$ cat src/rtl/fp_consts.svh
`ifndef FP_CONSTS_SVH
`define FP_CONSTS_SVH

// Number format
`define FP_EXP_W  8
`define FP_MAN_W  7
`define FP_WORD_W 16
`define FP_BIAS   127

// Host register map
`define FP_ADDR_W   2
`define FP_REG_A    2'd0
`define FP_REG_B    2'd1
`define FP_REG_CTRL 2'd2

`endif

$ cat src/rtl/fp_pkg.sv
`include "fp_consts.svh"

package fp_pkg;

    // One packed value: sign, exponent, stored mantissa
    typedef logic [`FP_WORD_W-1:0] fp_word_t;

    typedef logic [`FP_EXP_W-1:0] fp_exp_t;

    typedef logic [`FP_MAN_W-1:0] fp_man_t;

    // Stored mantissa with the hidden one on top
    typedef logic [`FP_MAN_W:0] fp_sig_t;

    typedef logic [`FP_ADDR_W-1:0] fp_addr_t;

    typedef enum logic {
        FP_ADD  = 1'b0,
        FP_MULT = 1'b1
    } fp_opcode_e;

endpackage

$ cat src/rtl/fp_operand_if.sv
`timescale 1ns/1ps

interface fp_operand_if;

    fp_pkg::fp_word_t   a;
    fp_pkg::fp_word_t   b;
    fp_pkg::fp_opcode_e op;
    logic               start;

    modport regs (
        output a,
        output b,
        output op,
        output start
    );

    modport pipe (
        input a,
        input b,
        input op,
        input start
    );

endinterface

$ cat src/rtl/fpu.sv
`timescale 1ns/1ps
`include "fp_consts.svh"

module fpu #(
    parameter fp_pkg::fp_opcode_e op = fp_pkg::FP_ADD
) (
    input  fp_pkg::fp_word_t a,
    input  fp_pkg::fp_word_t b,
    output fp_pkg::fp_word_t result
);

    logic            sign_a;
    logic            sign_b;
    fp_pkg::fp_exp_t exp_a;
    fp_pkg::fp_exp_t exp_b;
    fp_pkg::fp_sig_t sig_a;
    fp_pkg::fp_sig_t sig_b;

    // Field split, hidden one restored
    assign sign_a = a[`FP_WORD_W-1];
    assign sign_b = b[`FP_WORD_W-1];
    assign exp_a  = a[`FP_WORD_W-2 -: `FP_EXP_W];
    assign exp_b  = b[`FP_WORD_W-2 -: `FP_EXP_W];
    assign sig_a  = {1'b1, a[`FP_MAN_W-1:0]};
    assign sig_b  = {1'b1, b[`FP_MAN_W-1:0]};

    if (op == fp_pkg::FP_MULT) begin : g_mul
        localparam logic [`FP_EXP_W+1:0] bias_ext = `FP_BIAS;

        logic [2*`FP_MAN_W+1:0] prod;
        logic                   norm;
        fp_pkg::fp_man_t        man_r;
        logic [`FP_EXP_W+1:0]   exp_sum;

        always_comb begin
            prod = sig_a * sig_b;
            norm = prod[2*`FP_MAN_W+1];
            if (norm) begin
                man_r = prod[2*`FP_MAN_W:`FP_MAN_W+1];
            end else begin
                man_r = prod[2*`FP_MAN_W-1:`FP_MAN_W];
            end
            // Rebias once, overflow not detected
            exp_sum = {2'b00, exp_a} + {2'b00, exp_b} + {{(`FP_EXP_W+1){1'b0}}, norm}
                      - bias_ext;
            result = {sign_a ^ sign_b, exp_sum[`FP_EXP_W-1:0], man_r};
        end
    end else begin : g_add
        fp_pkg::fp_sig_t      al_a;
        fp_pkg::fp_sig_t      al_b;
        fp_pkg::fp_exp_t      exp_big;
        logic [`FP_MAN_W+1:0] sum;
        logic                 sign_r;
        fp_pkg::fp_exp_t      exp_r;
        fp_pkg::fp_man_t      man_r;
        logic                 found;

        always_comb begin
            // Align to the larger exponent
            if (exp_a >= exp_b) begin
                al_a    = sig_a;
                al_b    = sig_b >> (exp_a - exp_b);
                exp_big = exp_a;
            end else begin
                al_a    = sig_a >> (exp_b - exp_a);
                al_b    = sig_b;
                exp_big = exp_b;
            end

            if (sign_a == sign_b) begin
                sum    = {1'b0, al_a} + {1'b0, al_b};
                sign_r = sign_a;
            end else if (al_a >= al_b) begin
                sum    = {1'b0, al_a} - {1'b0, al_b};
                sign_r = sign_a;
            end else begin
                sum    = {1'b0, al_b} - {1'b0, al_a};
                sign_r = sign_b;
            end

            found = 1'b0;
            exp_r = exp_big;
            man_r = '0;
            if (sum[`FP_MAN_W+1]) begin
                exp_r = exp_big + 1'b1;
                man_r = sum[`FP_MAN_W:1];
            end else begin
                // Leading one search
                for (int i = 0; i <= `FP_MAN_W; i++) begin
                    if (!found && sum[`FP_MAN_W-i]) begin
                        found = 1'b1;
                        exp_r = exp_big - fp_pkg::fp_exp_t'(i);
                        man_r = fp_pkg::fp_man_t'(sum << i);
                    end
                end
            end

            // Exact cancellation gives plain zero
            if (sum == '0) begin
                result = '0;
            end else begin
                result = {sign_r, exp_r, man_r};
            end
        end
    end

endmodule

$ cat src/rtl/fp_regfile.sv
`timescale 1ns/1ps
`include "fp_consts.svh"

module fp_regfile (
    input  logic             clk,
    input  logic             rst_n,
    input  logic             wr_en,
    input  fp_pkg::fp_addr_t wr_addr,
    input  fp_pkg::fp_word_t wr_data,
    input  logic             start,
    fp_operand_if.regs       ops
);

    fp_pkg::fp_word_t   a_q;
    fp_pkg::fp_word_t   b_q;
    fp_pkg::fp_opcode_e op_q;

    always_ff @(posedge clk or negedge rst_n) begin
        if (!rst_n) begin
            a_q  <= '0;
            b_q  <= '0;
            op_q <= fp_pkg::FP_ADD;
        end else if (wr_en) begin
            case (wr_addr)
                `FP_REG_A: begin
                    a_q <= wr_data;
                end
                `FP_REG_B: begin
                    b_q <= wr_data;
                end
                `FP_REG_CTRL: begin
                    op_q <= wr_data[0] ? fp_pkg::FP_MULT : fp_pkg::FP_ADD;
                end
                default: begin
                    // Address 3 unused
                end
            endcase
        end
    end

    assign ops.a  = a_q;
    assign ops.b  = b_q;
    assign ops.op = op_q;

    // Pipeline samples start at the same edge
    assign ops.start = start;

endmodule

$ cat src/rtl/fp_exec_pipe.sv
`timescale 1ns/1ps

module fp_exec_pipe (
    input  logic             clk,
    input  logic             rst_n,
    fp_operand_if.pipe       ops,
    output fp_pkg::fp_word_t result,
    output logic             done
);

    fp_pkg::fp_word_t   s1_a;
    fp_pkg::fp_word_t   s1_b;
    fp_pkg::fp_opcode_e s1_op;
    logic               s1_valid;
    fp_pkg::fp_word_t   add_res;
    fp_pkg::fp_word_t   mul_res;
    fp_pkg::fp_word_t   sel_res;

    // Stage 1 control
    always_ff @(posedge clk or negedge rst_n) begin
        if (!rst_n) begin
            s1_valid <= 1'b0;
            s1_op    <= fp_pkg::FP_ADD;
        end else begin
            s1_valid <= ops.start;
            if (ops.start) begin
                s1_op <= ops.op;
            end
        end
    end

    // Stage 1 operands
    always_ff @(posedge clk) begin
        if (ops.start) begin
            s1_a <= ops.a;
            s1_b <= ops.b;
        end
    end

    fpu #(.op(fp_pkg::FP_ADD)) u_add (
        .a      (s1_a),
        .b      (s1_b),
        .result (add_res)
    );

    fpu #(.op(fp_pkg::FP_MULT)) u_mul (
        .a      (s1_a),
        .b      (s1_b),
        .result (mul_res)
    );

    assign sel_res = (s1_op == fp_pkg::FP_MULT) ? mul_res : add_res;

    // Stage 2, result holds until the next operation
    always_ff @(posedge clk or negedge rst_n) begin
        if (!rst_n) begin
            result <= '0;
            done   <= 1'b0;
        end else begin
            done <= s1_valid;
            if (s1_valid) begin
                result <= sel_res;
            end
        end
    end

endmodule

$ cat src/rtl/fp_coproc_top.sv
`timescale 1ns/1ps

module fp_coproc_top (
    input  logic             clk,
    input  logic             rst_n,
    input  logic             wr_en,
    input  fp_pkg::fp_addr_t wr_addr,
    input  fp_pkg::fp_word_t wr_data,
    input  logic             start,
    output fp_pkg::fp_word_t result,
    output logic             done
);

    fp_operand_if ops_if ();

    // Host registers
    fp_regfile u_regfile (
        .clk     (clk),
        .rst_n   (rst_n),
        .wr_en   (wr_en),
        .wr_addr (wr_addr),
        .wr_data (wr_data),
        .start   (start),
        .ops     (ops_if.regs)
    );

    // Two-cycle execute
    fp_exec_pipe u_exec_pipe (
        .clk    (clk),
        .rst_n  (rst_n),
        .ops    (ops_if.pipe),
        .result (result),
        .done   (done)
    );

endmodule

$ cat config.mk
export PLATFORM = sky130hd
export DESIGN_NAME = fp_coproc_top
export DESIGN_NICKNAME = d
export VERILOG_FILES = /design/src/rtl/fp_pkg.sv /design/src/rtl/fp_operand_if.sv /design/src/rtl/fpu.sv /design/src/rtl/fp_regfile.sv /design/src/rtl/fp_exec_pipe.sv /design/src/rtl/fp_coproc_top.sv
export VERILOG_INCLUDE_DIRS = /design/src /design/src/rtl
export SDC_FILE = /design/constraint.sdc
export NUM_CORES = 1
export LEC_CHECK = 0
export BUFFER_PORTS_ARGS = -buffer_cell sky130_fd_sc_hd__clkbuf_2
export CAP_MARGIN = 25
export CORE_MARGIN = 2
export CORE_UTILIZATION = 25
export DETAILED_ROUTE_END_ITERATION = 12
export PLACE_DENSITY_LB_ADDON = 0.3
export SLEW_MARGIN = 30
export SYNTH_ARGS = -nofsm -noshare
export SYNTH_HDL_FRONTEND = slang
export SYNTH_HIERARCHICAL = 1
export SYNTH_SLANG_ARGS = --single-unit
$ cat constraint.sdc
create_clock -name clk -period 7.5 [get_ports clk]
set_input_delay 0 -clock clk [delete_from_list [all_inputs] [get_ports clk]]
set_output_delay 0 -clock clk [all_outputs]
set_load 0.02 [all_outputs]
---- Yosys cells after proc, flatten, opt, wreduce, memory -nomap -nowiden ----
Cells that the tools add are included.
cells by class
  $mul .................................... 1
  muxes and demuxes ....................... 42
  equal/unequal tests ..................... 3
  reduce and logical (&&, ||, !) cells .... 19
  magnitude comparators ................... 2
  shift-type cells ........................ 2
  bitwise operators ....................... 1
  $add $sub $neg .......................... 16
  div/mod/pow operators ................... 0
operators by type and width
  cell                 count
  $mux 8               11
  $mux 7               10
  $mux 16              2
  $sub 8x3->8 const B  4
  $mux 9               2
  $sub 8x8->9          2
  $mux 1               17
  $ge 8x8->1           2
  $mul 8x8->16         1
  $shr 8x8->8          2
  $sub 8x2->8 const B  2
  $sub 8x8->8          2
  $add 8x8->9          1
  $logic_not 9->1      1
  $add 8x1->8          1
  $add 8x1->8 const B  1
  $add 8x8->8          1
  $sub 8x1->8 const B  1
  $sub 8x7->8 const B  1
  $logic_and 1x1->1    7
  $logic_not 1->1      7
  $reduce_and 2->1     3
  $eq 2x1->1 const B   1
  $eq 2x2->1 const B   1
  other kinds (3)      3
word-level totals
  latch bits .............................. 0
  ROM bits ................................ 0
  memory bits (writable) .................. 0
  flip-flop bits (word level) ............. 84
  bits of input ports ..................... 22
  output and inout port bits .............. 17
  memories ................................ 0

---- Depth between registers and ports, before layout ----
  depth after elaboration ................. 38
  gate-level depth with buffers ........... 31

---- Modules after synthesis ----
The synthesis kept the hierarchy.
by module, submodules not included
  module                    times used  sequential area each (um2)  area an instance (um2)  cells each
  fpu at u_exec_pipe.u_add  1           0.0                         4342.9                  637
  fpu at u_exec_pipe.u_mul  1           0.0                         2581.2                  310
  fp_exec_pipe              1           1436.4                      1793.0                  105
  fp_regfile                1           825.8                       1261.2                  72

---- Worst setup path before layout ----
OpenSTA, ideal clock, no wires.
  path kind ............................... register to register
  start point ............................. register u_exec_pipe.s1_a[4]
  end point ............................... register u_exec_pipe.result[13]
  period minus slack after synthesis ...... 6.181 ns
  buffers on the path ..................... 3
  setup time .............................. 0.137 ns
  path slack .............................. 1.319 ns
  arrival time ............................ 6.044 ns
  stages on the path, launching flop included .. 28
  path through ............................ edfxtp_1 > and2_1 > fa_1 > fa_1 > fa_1 > inv_1 > fa_1 > inv_1 > ha_1 > clkbuf_1 > o211ai_1 > or3_1 > and3b_1 > clkbuf_2 > or2_1 > buf_6 > xor2_1 > ha_1 > inv_1 > fa_1 > inv_1 > a21oi_1 > o21bai_1 > a21o_1 > a21oi_1 > xnor2_1 > mux2i_1 > a21oi_1
RTL lines
  element                      line                RTL
  from (decl)                  fp_exec_pipe.sv:11  fp_pkg::fp_word_t s1_a;
  from (signal assigned)       fp_exec_pipe.sv:35  s1_a <= ops.a;
  $mul 8x8->16                 fpu.sv:36           prod = sig_a * sig_b;
  $add 8x1->8                  fpu.sv:44           exp_sum = {2'b00, exp_a} + {2'b00, exp_b} + {{(`FP_EXP_W+1){1'b0}}, norm}
  $sub 8x7->8                  fpu.sv:44
  net u_exec_pipe.mul_res[13]  fp_exec_pipe.sv:16  fp_pkg::fp_word_t mul_res;
  $mux 16                      fp_exec_pipe.sv:52  assign sel_res = (s1_op == fp_pkg::FP_MULT) ? mul_res : add_res;
  to (signal assigned)         fp_exec_pipe.sv:62  result <= sel_res;
  to (decl)                    fp_exec_pipe.sv:7   output fp_pkg::fp_word_t result,
The timed path passes the listed nets, and every way through them passes these cells. The select of a mux whose other input is x is not followed.
A chain may end at the register's enable or synchronous reset.

---- Worst setup path in the final report ----
  start point ............................. register u_exec_pipe.s1_a[8]
  end point ............................... register u_exec_pipe.result[11]
between the ends
  longest elaborated chain between the ends .. 38
RTL lines
  element                                    line                  RTL
  $sub 8x8->8 (on tied branches)             fpu.sv:62, fpu.sv:65
  $shr 8x8->8 (on tied branches)             fpu.sv:62, fpu.sv:65
  $mux 8                                     fpu.sv:60             if (exp_a >= exp_b) begin
  $sub 8x8->9, or another cell as far along  fpu.sv:77             sum = {1'b0, al_b} - {1'b0, al_a};
  $mux 9                                     fpu.sv:73             end else if (al_a >= al_b) begin
  $mux 9                                     fpu.sv:70             if (sign_a == sign_b) begin
  $mux 1                                     fpu.sv:90             if (!found && sum[`FP_MAN_W-i]) begin
  $mux 1                                     fpu.sv:84             if (sum[`FP_MAN_W+1]) begin
  [23 not listed]                            --
  $mux 1                                     fpu.sv:84
  $logic_not 1->1                            fpu.sv:90
  $logic_and 1x1->1                          fpu.sv:90
  $mux 8                                     fpu.sv:90
  $mux 8                                     fpu.sv:84
  $mux 16 *                                  fpu.sv:99             if (sum == '0) begin
  net u_exec_pipe.add_res[11]                fp_exec_pipe.sv:15    fp_pkg::fp_word_t add_res;
  $mux 16 *                                  fp_exec_pipe.sv:52
The timed path passes the listed nets; every way through them passes the cells marked *. The select of a mux whose other input is x is not followed.

==> results.sh <==
export IMPL_io_pins=39
export IMPL_numClockSinks=84
export IMPL_place_hpwl_um=21500
export IMPL_synth_edf_count=32
export IMPL_outcome="complete, no violations"
export IMPL_use_met1=0.187
export IMPL_overflow=0
export IMPL_drt_wl_total_um=27200
export IMPL_coreArea_um2=39500
export IMPL_crit_fanout=17
export IMPL_grtUsageTotal=0.132
export IMPL_row_count=73
export IMPL_period_needed_ns=6.89
export IMPL_clkLatencyLatePin_ns=0.33
export IMPL_synthCells=1124
export IMPL_cts_max_level=3
export IMPL_clockBufferDepth=2
export IMPL_critPathCaptureType="flop"
export IMPL_fin_nets=1312
export IMPL_yosys_warnings=6
export IMPL_gr_max_usage_layer="met2"
export IMPL_syn_avg_cell_area_um2=8.88
export IMPL_critical_path_class="flop to flop"
export IMPL_synth_top_area_frac=0.130
export IMPL_hold_violations=0
export IMPL_die_area_um2=41500
export IMPL_grt_pass1_vias=8264
export IMPL_via_per_inst=4.96
export IMPL_p_leak_nw=4.79
export IMPL_fin_ws_ns=0.610
export IMPL_finalInstanceArea_um2=11200
export IMPL_yosys_cell_types_count=94
export IMPL_grt_first_pass_wirelength_um=44500
export IMPL_report_final_slew_viol_count=0
export IMPL_area_growth_pct=12.3
export IMPL_start_util=0.252
export IMPL_setup_tns_ns=0
export IMPL_setup_viol=0
export IMPL_syn_nets=1281
export IMPL_cts_tree="yes"
export IMPL_antenna_found_initial=0
export IMPL_timing_fmax_mhz=145
export IMPL_crit_required_ns=7.76
export IMPL_grt_max_degree=53
export IMPL_finClkSkew_ns=0.00910
export IMPL_drive_gt1_frac=0.129
export IMPL_crit_chain="inv_1 -> ha_1 -> nor2b_1 -> o21ai_0 -> a21oi_1 -> a2111oi_1 -> o211ai_1 -> nand2b_1 -> o31ai_2 -> ha_2 -> nor3_4 -> o211ai_1 -> and3_4 -> a211oi_1 -> o211a_1 -> nand2_4 -> nor4_4 -> and2_1 -> mux2i_1 -> xnor2_1 -> a221oi_2 -> mux2i_1 -> a21oi_1"
export IMPL_vdd_drop_max_v=0.000513
export IMPL_ys_flop_type="dfrtp_1"
export IMPL_power_density_nw_per_um2=467
export IMPL_chipWidth_um=204
export IMPL_worstSetupStartpointType="flop"
export IMPL_maxSlewHeadroom=0.372
export IMPL_clkTransAtPathRegs_ns=0.07
export IMPL_dr_pass1_iters=7
export IMPL_drcViolationCount=0
export IMPL_slowest_stage="a2111oi_1"
export IMPL_post_cts_buffers=0
export IMPL_cap_viol_max_count=0
export IMPL_worst_pin_slew_ns=0.936
export IMPL_period_share=0.919
export IMPL_synthTopCellsByArea="dfrtp_1 (13%), ha_1 (12%), edfxtp_1 (9.6%)"
export IMPL_antenna_cells=0
export IMPL_final_cell_mix="inv_1 (115), ha_1 (93), nand2_1 (88)"
export IMPL_cpPeakStageDelay_ns=0.50
export IMPL_wire_per_inst_um=16.1
export IMPL_cp_arrival_ns=7.15
export IMPL_hold_class="input port to flop"
export IMPL_synth_area_um2=9980
export IMPL_final_common_cell="inv_1"
export IMPL_grtUsageMet2=0.219
export IMPL_place_congestion=0.890
export IMPL_pre_cts_slack_ns=0.403
export IMPL_cts_root_buf="clkbuf_16"
export IMPL_portBuffers=38
export IMPL_dp_cells=1651
export IMPL_power_mw=5.24
export IMPL_drt_iter0_drc=528
export IMPL_grtUsageMet3=0.00943
export IMPL_stdcell_count=1685
export IMPL_yosysSeqAreaShare=0.227
export IMPL_cts_made_buffers=9
export IMPL_vias=8361
export IMPL_rsz0062_at_grt="yes"
export IMPL_yosysTopAreaCell="dfrtp_1"
export IMPL_synth_async_reset_ratio=0.619
export IMPL_ys_ff_latch=84
export IMPL_drtAntennaViolNets=0
export IMPL_placed_area_um2=10700
export IMPL_die_y_um=204
[sequential cells by signal (all words and copies together), names as in the netlist]
register,flops
u_exec_pipe/s1_a,16
u_regfile/ops.b,16
u_exec_pipe/s1_b,16
u_exec_pipe/s1_valid,1
u_regfile/ops.a,16
u_exec_pipe/s1_op,1
u_exec_pipe/done,1
u_exec_pipe/result,16
u_regfile/ops.op,1
[final timing paths]
check	startpoint	slack [ns]	cells past startpoint	end
min	wr_en	0.04	3	u_regfile/ops.op
max in group asynchronous	rst_n	6.68	3	u_exec_pipe/s1_op
min in group asynchronous	rst_n	0.33	3	u_exec_pipe/s1_valid
max reg2reg	u_exec_pipe/s1_a[8]	0.61	23	u_exec_pipe/result[11]
min reg2reg	u_regfile/ops.b[10]	0.44	0	u_exec_pipe/s1_b[10]
max	u_exec_pipe/s1_a[8]	0.61	23	u_exec_pipe/result[11]
[report_power, final]
part           internal, mW  total [mW]  switching [mW]
clock                 0.323       0.503           0.179
combinational          1.51        4.03            2.51
sequential            0.595       0.707           0.112
total                  2.43        5.24            2.81
[routing by layer]
metal	share of wire	vias up
li1	-	4060
met1	0.48	4066
met2	0.47	204
met3	0.036	31
met4	0.016	0
met5	0	-
[cells by family after synthesis]
| logic type | synth area share |
|---|---|
| AO/OA/AOI/OAI | 0.200 |
| XOR/XNOR | 0.0420 |
| adder cells (fa/ha/maj) | 0.200 |
| buffers and inverters | 0.0729 |
| flip-flops | 0.227 |
| multiplexers | 0.0885 |
| AND/OR/NAND/NOR | 0.170 |
[worst max-delay path, delay by kind of cell (launching register included)]
family                   cells  cell delay [ns]
multiplexers                 2             0.36
buffers and inverters        1             0.12
AO/OA/AOI/OAI               10             2.99
flip-flops                   1             0.46
adder cells (fa/ha/maj)      2             0.82
XOR/XNOR                     1             0.11
AND/OR/NAND/NOR              7             1.96
[cell type report]
cell class                      count  area [um2]
Fill cell                        4176       28300
Multi-Input combinational cell    875        7040
Sequential cell                    84        2260
Tap cell                          525         657
Timing Repair Buffer               68         462
Inverter                          117         439
Clock buffer                       12         268
Clock inverter                      4        77.6
[stage by stage]
stage / hold slack [ns] / utilization
finish: 0.0394 / 0.283
global route: 0.0651 / 0.283
CTS: 0.0331 / 0.282
detailed placement: 0.172 / 0.269
global placement: 0.168 / 0.269
floorplan: -0.296 / -
[cell usage after synthesis, types with 4 or more instances]
cell type	instances
a22o_1	7
a22oi_1	4
nor3_1	23
or3_1	10
buf_4	4
nor4_1	7
a221oi_1	5
clkbuf_1	14
o311ai_0	4
ha_1	94
fa_1	41
a31oi_1	9
and3_1	6
xnor2_1	29
nor2b_1	6
inv_1	115
xor2_1	17
o21ai_0	60
nand4_1	4
mux2_2	35
a211oi_1	12
a21o_1	11
o31ai_1	16
mux4_2	6
nor2_1	81
buf_2	18
a21oi_1	73
buf_6	7
o21a_1	13
a2111oi_0	6
dfrtp_1	52
o211ai_1	8
nand2b_1	12
o22a_1	4
edfxtp_1	32
mux2i_1	34
a311oi_1	4
nand3_1	22
o21bai_1	8
and2_1	42
nand2_1	88
[timing repair]
item / in CTS / in global routing
hold buffers: 17 / 0
setup endpoints to repair: 0 / 10
resized for setup: 0 / 6
hold endpoints to repair: 85 / 0
Power figures use the tool's default switching activity.
